$ cat config.mk
export PLATFORM = sky130hd
export DESIGN_NAME = tag_lookup
export DESIGN_NICKNAME = d
export VERILOG_FILES = /design/src/hw/dcache_pkg.sv /design/src/hw/tag_lookup.sv
export SDC_FILE = /design/constraint.sdc
export NUM_CORES = 1
export LEC_CHECK = 0
export BUFFER_PORTS_ARGS = -buffer_cell sky130_fd_sc_hd__buf_2
export CORE_MARGIN = 4
export CORE_UTILIZATION = 55
export CTS_CLUSTER_DIAMETER = 200
export DETAILED_ROUTE_END_ITERATION = 8
export PLACE_DENSITY = 0.71
export SYNTH_ARGS = -nofsm -noshare
export SYNTH_HDL_FRONTEND = slang
export SYNTH_SLANG_ARGS = --single-unit
$ cat constraint.sdc
create_clock -name clock -period 3.8 [get_ports clock]
set_input_delay 0.38 -clock clock [delete_from_list [all_inputs] [get_ports clock]]
set_output_delay 0.38 -clock clock [all_outputs]
set_load 0.02 [all_outputs]
$ cat src/hw/dcache_pkg.sv
// --------------------
// Cache geometry, opcodes and bus types for the data cache stage
// Only the low cacheable_bits of an address are cached, so higher bits alias
// --------------------
package dcache_pkg;

   // -------------------- Geometry
   localparam int word_index_bits = 2;
   localparam int line_index_bits = 4;
   localparam int way_bits        = 2;
   localparam int cacheable_bits  = 16;
   localparam int tag_bits        = cacheable_bits - line_index_bits - word_index_bits - 2;
   // One slot stays empty so full and empty differ
   localparam int sb_depth_bits   = 2;

   localparam int num_ways    = 1 << way_bits;
   localparam int num_lines   = 1 << line_index_bits;
   localparam int sb_entries  = 1 << sb_depth_bits;
   localparam int data_words  = 1 << (way_bits + line_index_bits + word_index_bits);

   typedef logic [tag_bits-1:0]        tag_t;
   typedef logic [way_bits-1:0]        way_t;
   typedef logic [line_index_bits-1:0] index_t;
   typedef logic [word_index_bits-1:0] word_t;

   typedef enum logic [3:0] {
      op_none, op_lb, op_lbu, op_lh, op_lhu, op_lw, op_sb, op_sh, op_sw
   } mem_op_e;

   // -------------------- Address fields
   // Cached part of a byte address, high bit first
   typedef struct packed {
      tag_t       tag;
      index_t     index;
      word_t      word;
      logic [1:0] byte_sel;
   } cache_addr_t;

   // Word address inside the data RAM
   typedef struct packed {
      way_t   way;
      index_t index;
      word_t  word;
   } data_addr_t;

   // -------------------- Stage and bus records
   typedef struct packed {
      logic        valid;
      mem_op_e     op;
      logic [31:0] addr;
      logic [31:0] store_data;
      logic [31:0] alu_res;
      logic [5:0]  wbr;
      logic [31:0] pc;
   } stage_req_t;

   typedef struct packed {
      logic        valid;
      logic [5:0]  wbr;
      logic [31:0] res;
   } stage_res_t;

   typedef struct packed {
      logic        read;
      logic        write;
      logic [31:0] addr;
      logic [31:0] wdata;
      logic [3:0]  be;
   } mem_req_t;

   typedef struct packed {
      logic        hold;
      logic [31:0] rdata;
   } mem_res_t;

   function automatic logic is_load(mem_op_e op);
      return op inside {op_lb, op_lbu, op_lh, op_lhu, op_lw};
   endfunction

   function automatic logic is_store(mem_op_e op);
      return op inside {op_sb, op_sh, op_sw};
   endfunction

endpackage

$ cat src/hw/tag_lookup.sv
// --------------------
// Tag and valid store for all ways, read one cycle ahead of the compare
// --------------------
module tag_lookup
   import dcache_pkg::*;
(
   input  logic   clock,
   input  logic   rst,
   input  index_t rd_index,
   input  tag_t   chk,
   output logic   hit,
   output way_t   hit_way,
   input  logic   wr_en,
   input  way_t   wr_way,
   input  index_t wr_index,
   input  tag_t   wr_tag
);

   tag_t                 tags [num_ways][num_lines];
   logic [num_lines-1:0] valid [num_ways];
   tag_t                 rd_tag [num_ways];
   logic [num_ways-1:0]  rd_valid;
   logic [num_ways-1:0]  match;

   // Tag RAMs have no reset
   always_ff @(posedge clock) begin
      for (int w = 0; w < num_ways; w++) begin
         rd_tag[w] <= tags[w][rd_index];
         if (wr_en && wr_way == way_t'(w))
            tags[w][wr_index] <= wr_tag;
      end
   end

   // Valid bits
   always_ff @(posedge clock) begin
      if (rst) begin
         for (int w = 0; w < num_ways; w++)
            valid[w] <= '0;
         rd_valid <= '0;
      end else begin
         for (int w = 0; w < num_ways; w++)
            rd_valid[w] <= valid[w][rd_index];
         if (wr_en)
            valid[wr_way][wr_index] <= 1'b1;
      end
   end

   // At most one way matches, lowest wins otherwise
   always_comb begin
      hit_way = '0;
      for (int w = num_ways - 1; w >= 0; w--) begin
         match[w] = rd_valid[w] && rd_tag[w] == chk;
         if (match[w])
            hit_way = way_t'(w);
      end
   end

   assign hit = |match;

endmodule

Yosys cells after proc, flatten, opt, wreduce, memory -nomap -nowiden. Memory sizes are Yosys's and may differ from the RTL's. Cells that the tools add are included.

Order comparisons: 6. Eq/ne operators: 7. Multiplexer cells: 53. Bitwise operators: 2. Reduce and logical (&&, ||, !) cells: 16.

Operator list (number): two-way mux 128 bit (10); OR reduction 128 bit (3); binary-select mux 8 bit (select 4 bit) (4); two-way mux 8 bit (9); two-way mux 16 bit (3); demux 8 bit (select 4 bit) (1); equality test 8 bit (4); binary-select mux 1 bit (select 4 bit) (4); two-way mux 2 bit (8); OR reduction 16 bit (1); two-way mux 1 bit (13); greater-or-equal comparator 5 bit (second input constant) (2); logical AND 1 bit (10); < comparator 4 x 5 -> 1 bit (second input constant) (2); inverter 4 -> 5 bit (2); < comparator 5 x 1 -> 1 bit (second input constant) (1); demux 1 bit (select 4 bit) (1); equality test 2 bit (second input constant) (2); greater-or-equal comparator 4 x 1 -> 1 bit (second input constant) (1); OR reduction 4 bit (1); equality test 2 x 1 -> 1 bit (second input constant) (1); zero test 2 bit (1).

Register bits: 4. Bits in writable memories: 608. Output and inout bits: 3. Memories: 3.

Memory list: tags (words 4, width 128, read ports 4, clocked after memory_dff 0, write ports 1, RTL line tag_lookup.sv:19) `tag_t tags [num_ways][num_lines];`; valid (words 4, width 16, read ports 4, clocked after memory_dff 0, write ports 4, RTL line tag_lookup.sv:20) `logic [num_lines-1:0] valid [num_ways];`; rd_tag (words 4, width 8, read ports 4, clocked after memory_dff 0, write ports 4, RTL line tag_lookup.sv:21) `tag_t rd_tag [num_ways];`.

Longest topological paths before layout. Gate-level depths: netlist of the first run.

Word-level depth: 10. Mapped depth: 7.

Worst setup path before layout of the first run. Ideal clock, no wire load.

Path kind: input -> register. Start: input rd_index[1]. End: memory rd_tag[0][0] in the netlist's numbering. Arrival: 1.874 ns. Required time: 3.666 ns. Slack: 1.791 ns. Stages: 5. Path buffers: 3. Cells stage by stage: clkbuf_1 > buf_2 > buf_1 > mux4_2 > mux4_2.

RTL lines: start: declaration (RTL line tag_lookup.sv:9) `input index_t rd_index,`; end: declaration (RTL line tag_lookup.sv:21).

==> flow_summary.json, run 1 <==
{
  "grt_max_degree": 69,
  "cts-resized-gates": 0,
  "drt-total-wl_mm": 50.1,
  "synth.avg_cell_area_um2": 21.1,
  "worstReg2RegStart": "tags[0][1]",
  "worstMarginPinSlew_ns": 1.20,
  "syn_inst": 1122,
  "synth_cell_types": 24,
  "p_switching_uw": 2820,
  "cp_max_fo": 2,
  "worstSetupPathType": "reg -> out",
  "start_util": 0.561,
  "fin_crit_ns": 2.80,
  "min_from": "wr_tag[4]",
  "synth_compound_area_frac": 0.00359,
  "hpwl_mm": 29.1,
  "grt_pass1_wl_mm": 75.1,
  "io_pins": 32,
  "required_ns": 3.42,
  "hold_path_class": "in -> reg",
  "via_per_inst": 6.06,
  "dr.pass1.iters": 5,
  "fin_ws_ns": 1.00,
  "clk-insertion-delay-late_ns": 0.61,
  "syn2layout_area_growth_pct": 12.5,
  "synth_top_family_by_area": "multiplexers",
  "drive_gt1_frac": 0.294,
  "multi_input_area_um2": 5430,
  "clock_sinks": 612,
  "coreArea_um2": 42300,
  "finalSetupTns_ns": 0,
  "synth-seq-cells": 612,
  "antenna_found_initial": 3,
  "first_iter_violations": 1306,
  "syn-num-nets": 1151,
  "crit_path_start": "rd_tag[3][4]",
  "r2r_slack_ns": 2.25,
  "clkPwrFrac": 0.423,
  "ys_seq_area_frac": 0.759,
  "fill_cells": 2810,
  "seqPwrFrac": 0.530,
  "numCtsBuffers": 58,
  "overflow": 0,
  "crit_path_end_kind": "output port",
  "status": "completed",
  "rsz0062_at_grt": "no",
  "r2r_cells": 2,
  "die_width_um": 216,
  "synth_top_area_share": 0.729,
  "vdd_ir_drop_max_v": 0.000338,
  "p_leak_uw": 0.00844,
  "cts_tree": "yes",
  "grt_usage": 0.220,
  "cellPowerDensity_nw_per_um2": 534,
  "clk_pin_slew_worst_paths_ns": 0.06,
  "layout_common_cells": "edfxtp_1 (576), mux4_2 (176), nor2_1 (117)",
  "power.total_uw": 14200,
  "synthSimpleGateAreaFrac": 0.0463,
  "cts-htree-levels": 2,
  "row_count": 75,
  "die_area_um2": 46500,
  "pwr-share-comb": 0.048,
  "hold_ws_ns": 0.277,
  "synth_xor_area_frac": 0.0118,
  "finClkSkew_ns": 0.0164,
  "root_buffer": "clkbuf_16",
  "grt_pass1_vias": 11400,
  "cts_hold_buf": 0,
  "synth_top_cell_by_area": "edfxtp_1",
  "place_ws_ns": 1.10,
  "wire_per_inst_um": 27.5,
  "gp_congestion": 0.793,
  "ys_warn_count": 0,
  "max_freq_mhz": 357,
  "p_sw_frac": 0.198,
  "reg2reg_to": "rd_tag[0][1]",
  "hold_viol": 0,
  "synthAdderAreaFrac": 0,
  "whs_path_depth": 1,
  "nets": 1223,
  "relSlewSlack": 0.200,
  "die_h_um": 216,
  "final-seq-area_um2": 18000,
  "slew_viol_final": 0,
  "post_cts_buffers": 0,
  "fin_crit_sh": 0.736,
  "via_count": 11100,
  "ys_top_cells_by_area": "edfxtp_1 (73%), mux4_2 (17%), dfxtp_1 (3.0%)",
  "syn_area_um2": 23700,
  "startpoint_type": "flip-flop",
  "arrival_ns": 2.42,
  "finalSetupViolCount": 0,
  "final_common_cell": "edfxtp_1",
  "whs_endpoint": "tags[2][52]",
  "cts_max_path_buffers": 3,
  "drcViolationCount": 0,
  "ant_nets": 0,
  "maxCapViolCount": 0,
  "synthMuxAreaShare": 0.167,
  "portBuffers": 31,
  "p_int_uw": 11400
}
[per-layer routing]
metal | global-route usage | routed length (um) | part of all wire
met2 | 0.344 | 24500 | 0.49
met5 | 0 | 27 | 0.00054
met4 | 0.0726 | 1500 | 0.030
met1 | 0.316 | 20000 | 0.40
met3 | 0.0470 | 4070 | 0.081
[power groups by stage]
stage,combinational [uW],sequential [uW],clock [uW]
final,682,7540,6020
after global routing,734,7550,6410
after CTS,693,7540,6100
after detailed placement,690,7690,0
after global placement,675,7680,0
after floorplan,441,7660,0
[critical path: stages, from the launching register on]
cell and delay (ns):
dfxtp_1 0.40, xnor2_1 0.13, nand3_1 0.09, nor3_1 0.65, nor2b_1 0.15, nor3_1 0.19, buf_2 0.20
[per-stage QoR]
| step | cell area (um^2) | std cells | util |
|---|---|---|---|
| 2_1_floorplan | 23700 | 1122 | - |
| 3_3_place_gp | 24700 | 1711 | 0.583 |
| 3_5_place_dp | 24700 | 1711 | 0.583 |
| 4_1_cts | 26700 | 1820 | 0.631 |
| 5_1_grt | 26700 | 1820 | 0.631 |
| 6_report | 26700 | 1822 | 0.631 |
[Yosys cell counts]
cell / count
nand2_1: 13
buf_2: 14
and2_1: 1
nand2b_1: 3
a22oi_1: 8
nor2b_1: 8
or2_2: 34
clkbuf_1: 30
nand3_1: 10
nor2_1: 117
nand4_1: 5
nor4_1: 1
edfxtp_1: 576
or2_1: 30
mux4_2: 176
buf_6: 6
xnor2_1: 25
nand3b_1: 2
nor3_1: 5
buf_1: 9
or3b_1: 1
dfxtp_1: 36
a21oi_1: 5
xor2_1: 7
[cell type report]
type                    instances  area share
flip-flops and latches        612       0.675
multi-input cells             451       0.203
clock inverters                24      0.0117
clock buffers                  85      0.0636
well taps                     577      0.0270
repair buffers                 71      0.0192
diodes                          2    0.000187
[registers in the layout, summed over array words and instances, names as in the netlist]
name	count
tags	512
rd_valid	4
valid	64
rd_tag	32
[kinds of logic after synthesis]
| family | Yosys count |
|---|---|
| AO/OA/AOI/OAI | 13 |
| flip-flops | 612 |
| AND/OR/NAND/NOR | 230 |
| XOR/XNOR | 32 |
| multiplexers | 176 |
| buffers and inverters | 59 |
[how the worst max path moves through the flow]
stage	slack (ns)	end
4_1_cts	0.95	hit_way[1]
3_3_place_gp	1.09	valid[3][11]
2_1_floorplan	1.79	rd_tag[0][0]
5_1_grt	0.84	hit_way[1]
6_report	1.00	hit_way[1]
3_5_place_dp	1.10	valid[3][7]
(Power assumes the default switching activity.)
==> run 2: changes to the inputs <==
Settings changed: ABC_AREA from default to 1, PLACE_DENSITY 0.71 to 0.74.
Clock period 3.8 ns to 2.3 ns, I/O delays scaled along.
==> flow_summary.json, run 2 <==
{
  "slew_viol_final": 0,
  "ys_async_sr_fraction": 0,
  "synth.avg_cell_area_um2": 11.9,
  "io_pins": 32,
  "place_ws_ns": 0.177,
  "syn2layout_area_growth_pct": 13.0,
  "syn_inst": 2117,
  "required_ns": 2.07,
  "worstSetupPathType": "reg -> out",
  "ys_seq_area_frac": 0.718,
  "rsz0062_at_grt": "no",
  "grt_pass1_vias": 17200,
  "final_common_cell": "edfxtp_1",
  "syn_area_um2": 25100,
  "synth_edf_count": 576,
  "cellPowerDensity_nw_per_um2": 829,
  "largest_reg_flops": 512,
  "synthSimpleGateAreaFrac": 0.123,
  "synth-seq-cells": 612,
  "arrival_ns": 1.92,
  "synthMuxAreaShare": 0,
  "synth_cell_types": 29,
  "drcViolationCount": 0,
  "worstMarginPinSlew_ns": 0.729,
  "fill_cells": 3385,
  "finalSetupTns_ns": 0,
  "cts-htree-levels": 2,
  "synth_top_family_by_area": "simple AND/OR/NAND/NOR gates",
  "top_register": "tags",
  "first_iter_violations": 2476,
  "netlist_top_cells_count": "edfxtp_1 (576), nor2_1 (555), o21ai_0 (321), nand2_1 (114), o211ai_1 (101)",
  "reg2reg_to": "rd_valid[1]",
  "cp_max_fo": 2,
  "root_buffer": "clkbuf_16",
  "endpoint": "hit_way[0]",
  "finalSetupViolCount": 0,
  "wire_per_inst_um": 23.2,
  "dr.pass1.iters": 6,
  "ys_top_cells_by_area": "edfxtp_1 (69%), nor2_1 (8.3%), o21ai_0 (6.4%)",
  "hpwl_mm": 39.0,
  "r2r_slack_ns": 1.01,
  "startpoint_type": "flip-flop",
  "hold_viol": 0,
  "ant_nets": 0,
  "p_leak_uw": 0.00962,
  "synth_xor_area_frac": 0.00349,
  "die_area_um2": 49100,
  "grt_max_degree": 120,
  "synth_top_area_share": 0.689,
  "synth_top_cell_by_area": "edfxtp_1",
  "start_util": 0.554,
  "fin_crit_sh": 0.934,
  "worstReg2RegStart": "valid[1][14]",
  "syn-num-nets": 2146,
  "fin_ws_ns": 0.151,
  "nets": 2211,
  "overflow": 0,
  "die_width_um": 222,
  "vdd_ir_drop_max_v": 0.000659,
  "multi_input_area_um2": 6040,
  "diodes": 0,
  "largestRegisters": "tags (512), valid (64), rd_tag (32)",
  "synth_compound_area_frac": 0.114,
  "final-seq-area_um2": 18000,
  "via_count": 17300,
  "crit_path_start": "rd_valid[3]",
  "via_per_inst": 6.12,
  "synth_most_common_cell": "edfxtp_1",
  "portBuffers": 31,
  "synthAdderAreaFrac": 0,
  "finClkSkew_ns": 0.0167,
  "relSlewSlack": 0.511,
  "antenna_found_initial": 0,
  "die_h_um": 222,
  "synthFlopType": "edfxtp_1",
  "numCtsBuffers": 58,
  "clock_sinks": 612,
  "cts_max_path_buffers": 3,
  "clk_pin_slew_worst_paths_ns": 0.06,
  "gp_congestion": 0.947,
  "status": "completed",
  "crit_path_end_kind": "output port",
  "clk-insertion-delay-late_ns": 0.60,
  "post_cts_buffers": 0,
  "grt_pass1_wl_mm": 101,
  "grt_usage": 0.264,
  "cts_tree": "yes",
  "drive_gt1_frac": 0.112,
  "ys_warn_count": 0,
  "max_freq_mhz": 465,
  "r2r_cells": 6,
  "row_count": 78,
  "coreArea_um2": 45300,
  "drt-total-wl_mm": 65.8,
  "maxCapViolCount": 0,
  "hold_path_class": "in -> reg",
  "layout_common_cells": "edfxtp_1 (576), nor2_1 (555), o21ai_0 (321)",
  "fin_crit_ns": 2.15
}
run 2: cell count changes after synthesis, moves of 75 or more:
cell,before,now
nand3_1,10,88
nor2_1,117,555
o21ai_0,0,321
o211ai_1,0,101
nand2_1,13,114
inv_1,0,75
mux4_2,176,0
run 2: worst min-delay path by stage:
stage / startpoint / to / slack [ns] / cells after the start
6_report: wr_tag[2] / tags[3][26] / 0.15 / 2
5_1_grt: wr_tag[2] / tags[3][26] / 0.15 / 2
3_3_place_gp: rst / rd_valid[2] / 0.50 / 2
4_1_cts: wr_tag[2] / tags[3][50] / 0.13 / 2
3_5_place_dp: rst / rd_valid[0] / 0.51 / 2
2_1_floorplan: rst / rd_valid[0] / 0.30 / 1
run 2: metrics by stage:
step,util,hold WS [ns],total power (uW),instance area (um^2),cells
3_5_place_dp,0.584,0.506,14200,26400,2721
5_1_grt,0.626,0.149,24300,28400,2832
6_report,0.626,0.147,23500,28400,2832
2_1_floorplan,-,0.299,13600,25100,2117
3_3_place_gp,0.584,0.499,14200,26400,2721
4_1_cts,0.626,0.135,23600,28400,2832
run 2: kinds of logic (layout without fill, tap and decap cells):
logic type,after synthesis,after routing
flip-flops,612,612
AND/OR/NAND/NOR,780,780
XOR/XNOR,10,10
AO/OA/AOI/OAI,492,492
buffers and inverters,223,338
run 2: cell type report:
| type | instances | area share |
|---|---|---|
| clock buffers | 83 | 0.0599 |
| flip-flops and latches | 612 | 0.635 |
| repair buffers | 147 | 0.0469 |
| multi-input cells | 1282 | 0.213 |
| inverters | 81 | 0.0110 |
| clock inverters | 27 | 0.00759 |
| well taps | 600 | 0.0265 |
run 2: report_power, final:
part,internal (uW),switching [uW],total (uW)
Sequential,12400,94.3,12500
Clock,5470,4000,9470
Combinational,442,1120,1560
run 2: timing repair:
item | CTS | global route
endpoints found under the hold margin | 4 | 0
gates cloned | 0 | 0
hold buffers | 1 | 0
resized for setup | 2 | 4
endpoints found under the setup margin | 1 | 3
run 2: worst max-delay path, stage by stage (launching register included):
cell and delay [ns]:
dfxtp_1 0.41, o21ai_0 0.13, nor2_1 0.12, nand2_1 0.05, nor2_1 0.17, nand2_1 0.09
a21oi_2 0.18, buf_4 0.17
run 2: routing by layer:
layer,part of all wire,up-vias,global-route usage
li1,-,7695,-
met1,0.38,8327,0.363
met2,0.46,1108,0.411
met3,0.12,188,0.0589
met4,0.043,0,0.110
met5,0,-,0
==> run 3: changes to the inputs <==
Settings changed: CORE_ASPECT_RATIO from default to 0.75, GPL_TIMING_DRIVEN from default to 0, TNS_END_PERCENT from default to 20.
==> flow_summary.json, run 3 (synthesis gave the netlist of run 2 again) <==
{
  "status": "completed",
  "crit_path_start": "rd_valid[2]",
  "drcViolationCount": 0,
  "maxCapViolCount": 0,
  "relSlewSlack": 0.0601,
  "final_common_cell": "edfxtp_1",
  "cpMostUsedCell": "nor2_1",
  "p_leak_uw": 0.00923,
  "critical_path_depth": 7,
  "clkPwrFrac": 0.401,
  "r2r_cells": 6,
  "final_core_util": 0.620,
  "p_int_uw": 18200,
  "antenna_found_initial": 1,
  "root_buffer": "clkbuf_16",
  "cts_tree": "yes",
  "rsz0062_at_grt": "no",
  "startpoint_type": "flip-flop",
  "vdd_ir_drop_max_v": 0.000698,
  "via_per_inst": 6.58,
  "gp_congestion": 0.959,
  "p_sw_frac": 0.234,
  "clock_sinks": 612,
  "top_register": "tags",
  "seqPwrFrac": 0.526,
  "first_iter_violations": 3717,
  "hold_path_class": "in -> reg",
  "path_delay_family": "simple AND/OR/NAND/NOR gates",
  "finalSetupTns_ns": 0,
  "worstMarginPinSlew_ns": 1.41,
  "die_h_um": 193,
  "wire_per_inst_um": 28.4,
  "path_cells": "a21boi_0 > nand2_1 > nor2_1 > nand3_1 > nor2b_1 > nor2_1 > buf_2",
  "p_switching_uw": 5540,
  "cts-htree-levels": 2,
  "slowest_stage": "dfxtp_1",
  "power.total_uw": 23700,
  "max_freq_mhz": 463,
  "hpwl_mm": 53.0,
  "dr.pass1.iters": 6,
  "clk-insertion-delay-late_ns": 0.61,
  "grt_usage": 0.325,
  "worstReg2RegStart": "valid[1][5]",
  "worstSetupPathType": "reg -> out",
  "drive_gt1_frac": 0.0801,
  "arrival_ns": 1.93,
  "reg2reg_to": "rd_valid[1]",
  "ant_nets": 0,
  "nets": 2230,
  "crit_path_end_kind": "output port",
  "row_count": 67,
  "finalSetupViolCount": 0,
  "portBuffers": 26,
  "finClkSkew_ns": 0.0212,
  "pwr-share-comb": 0.073,
  "slew_viol_final": 0,
  "cts_max_path_buffers": 3,
  "fin_crit_sh": 0.940,
  "cp_max_fo": 2,
  "fin_crit_ns": 2.16,
  "place_area_um2": 26000,
  "final_cell_area_um2": 27800,
  "largest_reg_flops": 512,
  "hold_viol": 0,
  "cpPeakStageDelay_ns": 0.46,
  "endpoint": "hit_way[1]",
  "layout_common_cells": "edfxtp_1 (576), nor2_1 (555), o21ai_0 (321)",
  "r2r_slack_ns": 0.75,
  "die_area_um2": 49100,
  "numCtsBuffers": 55,
  "critPathBufInv": 1,
  "start_util": 0.560,
  "coreArea_um2": 44800,
  "via_count": 18600,
  "cellPowerDensity_nw_per_um2": 853,
  "diodes": 0,
  "grt_pass1_vias": 17400,
  "grt_max_degree": 65,
  "overflow": 0,
  "clk_pin_slew_worst_paths_ns": 0.07,
  "largestRegisters": "tags (512), valid (64), rd_tag (32)",
  "required_ns": 2.07,
  "die_width_um": 255,
  "io_pins": 32,
  "syn2layout_area_growth_pct": 10.8,
  "drt-total-wl_mm": 80.4,
  "grt_pass1_wl_mm": 114
}
run 3: changes by cell type in the layout (fill, tap and decap cells not counted), moves of 4 or more:
cell,before,now
dfxtp_2,4,0
clkbuf_1,14,85
buf_4,94,8
bufinv_16,3,7
clkinv_2,11,7
buf_12,23,0
buf_6,0,15
clkbuf_8,8,3
dfxtp_1,32,36
clkbuf_16,62,56
buf_2,28,67
buf_1,0,9
run 3: area by class of cell:
class | count | area (um^2)
flip-flops and latches | 612 | 18000
fillers | 3382 | 17100
multi-input cells | 1282 | 6030
clock buffers | 76 | 1510
plain buffers | 142 | 738
well taps | 586 | 733
clock inverters | 28 | 322
inverters | 81 | 305
repair buffers | 27 | 140
run 3: power groups by stage:
stage / Clock (uW) / Combinational, uW / Sequential, uW
6_report: 9500 / 1730 / 12500
5_1_grt: 9920 / 1810 / 12500
4_1_cts: 9410 / 1650 / 12500
3_5_place_dp: 0 / 1640 / 12700
3_3_place_gp: 0 / 1590 / 12700
2_1_floorplan: 0 / 891 / 12700
run 3: how the worst min path moves through the flow:
stage                          from           to  slack, ns  depth (start not counted)
after floorplan                 rst  rd_valid[0]       0.30                          1
after global placement          rst  rd_valid[3]       0.56                          2
after detailed placement        rst  rd_valid[3]       0.57                          2
after CTS                 wr_way[0]  valid[3][1]       0.07                          3
after global routing      wr_way[0]  valid[3][1]       0.09                          3
final                     wr_way[0]  valid[3][1]       0.07                          3
run 3: through the flow:
step	hold WS (ns)	setup slack, ns	std cells
after CTS	0.0666	0.140	2834
after detailed placement	0.575	-0.221	2729
final	0.0747	0.139	2834
after floorplan	0.299	0.610	2117
after global routing	0.0943	0.0230	2834
after global placement	0.559	-0.190	2729
run 3: repair_timing:
action	CTS	global route
gates resized for setup	0	0
buffers inserted	0	0
endpoints found under the hold margin	1	0
hold buffers	1	0
run 3: layer usage:
metal  GRT usage  routed length [um]  up-vias  part of all wire
li1            -                   -     7744                 -
met1       0.468               30000     8933              0.37
met2       0.460               33000     1676              0.41
met3      0.0975               13000      279              0.16
met4       0.148                4460        2             0.055
met5           0                  10        -           0.00012
run 3: worst reg2reg max path: cells and delay by family, from the launching register on:
kind / cells / cell delay (ns)
compound gates: 2 / 0.80
flops: 1 / 0.32
simple gates: 3 / 0.23
buf+inv: 1 / 0.04
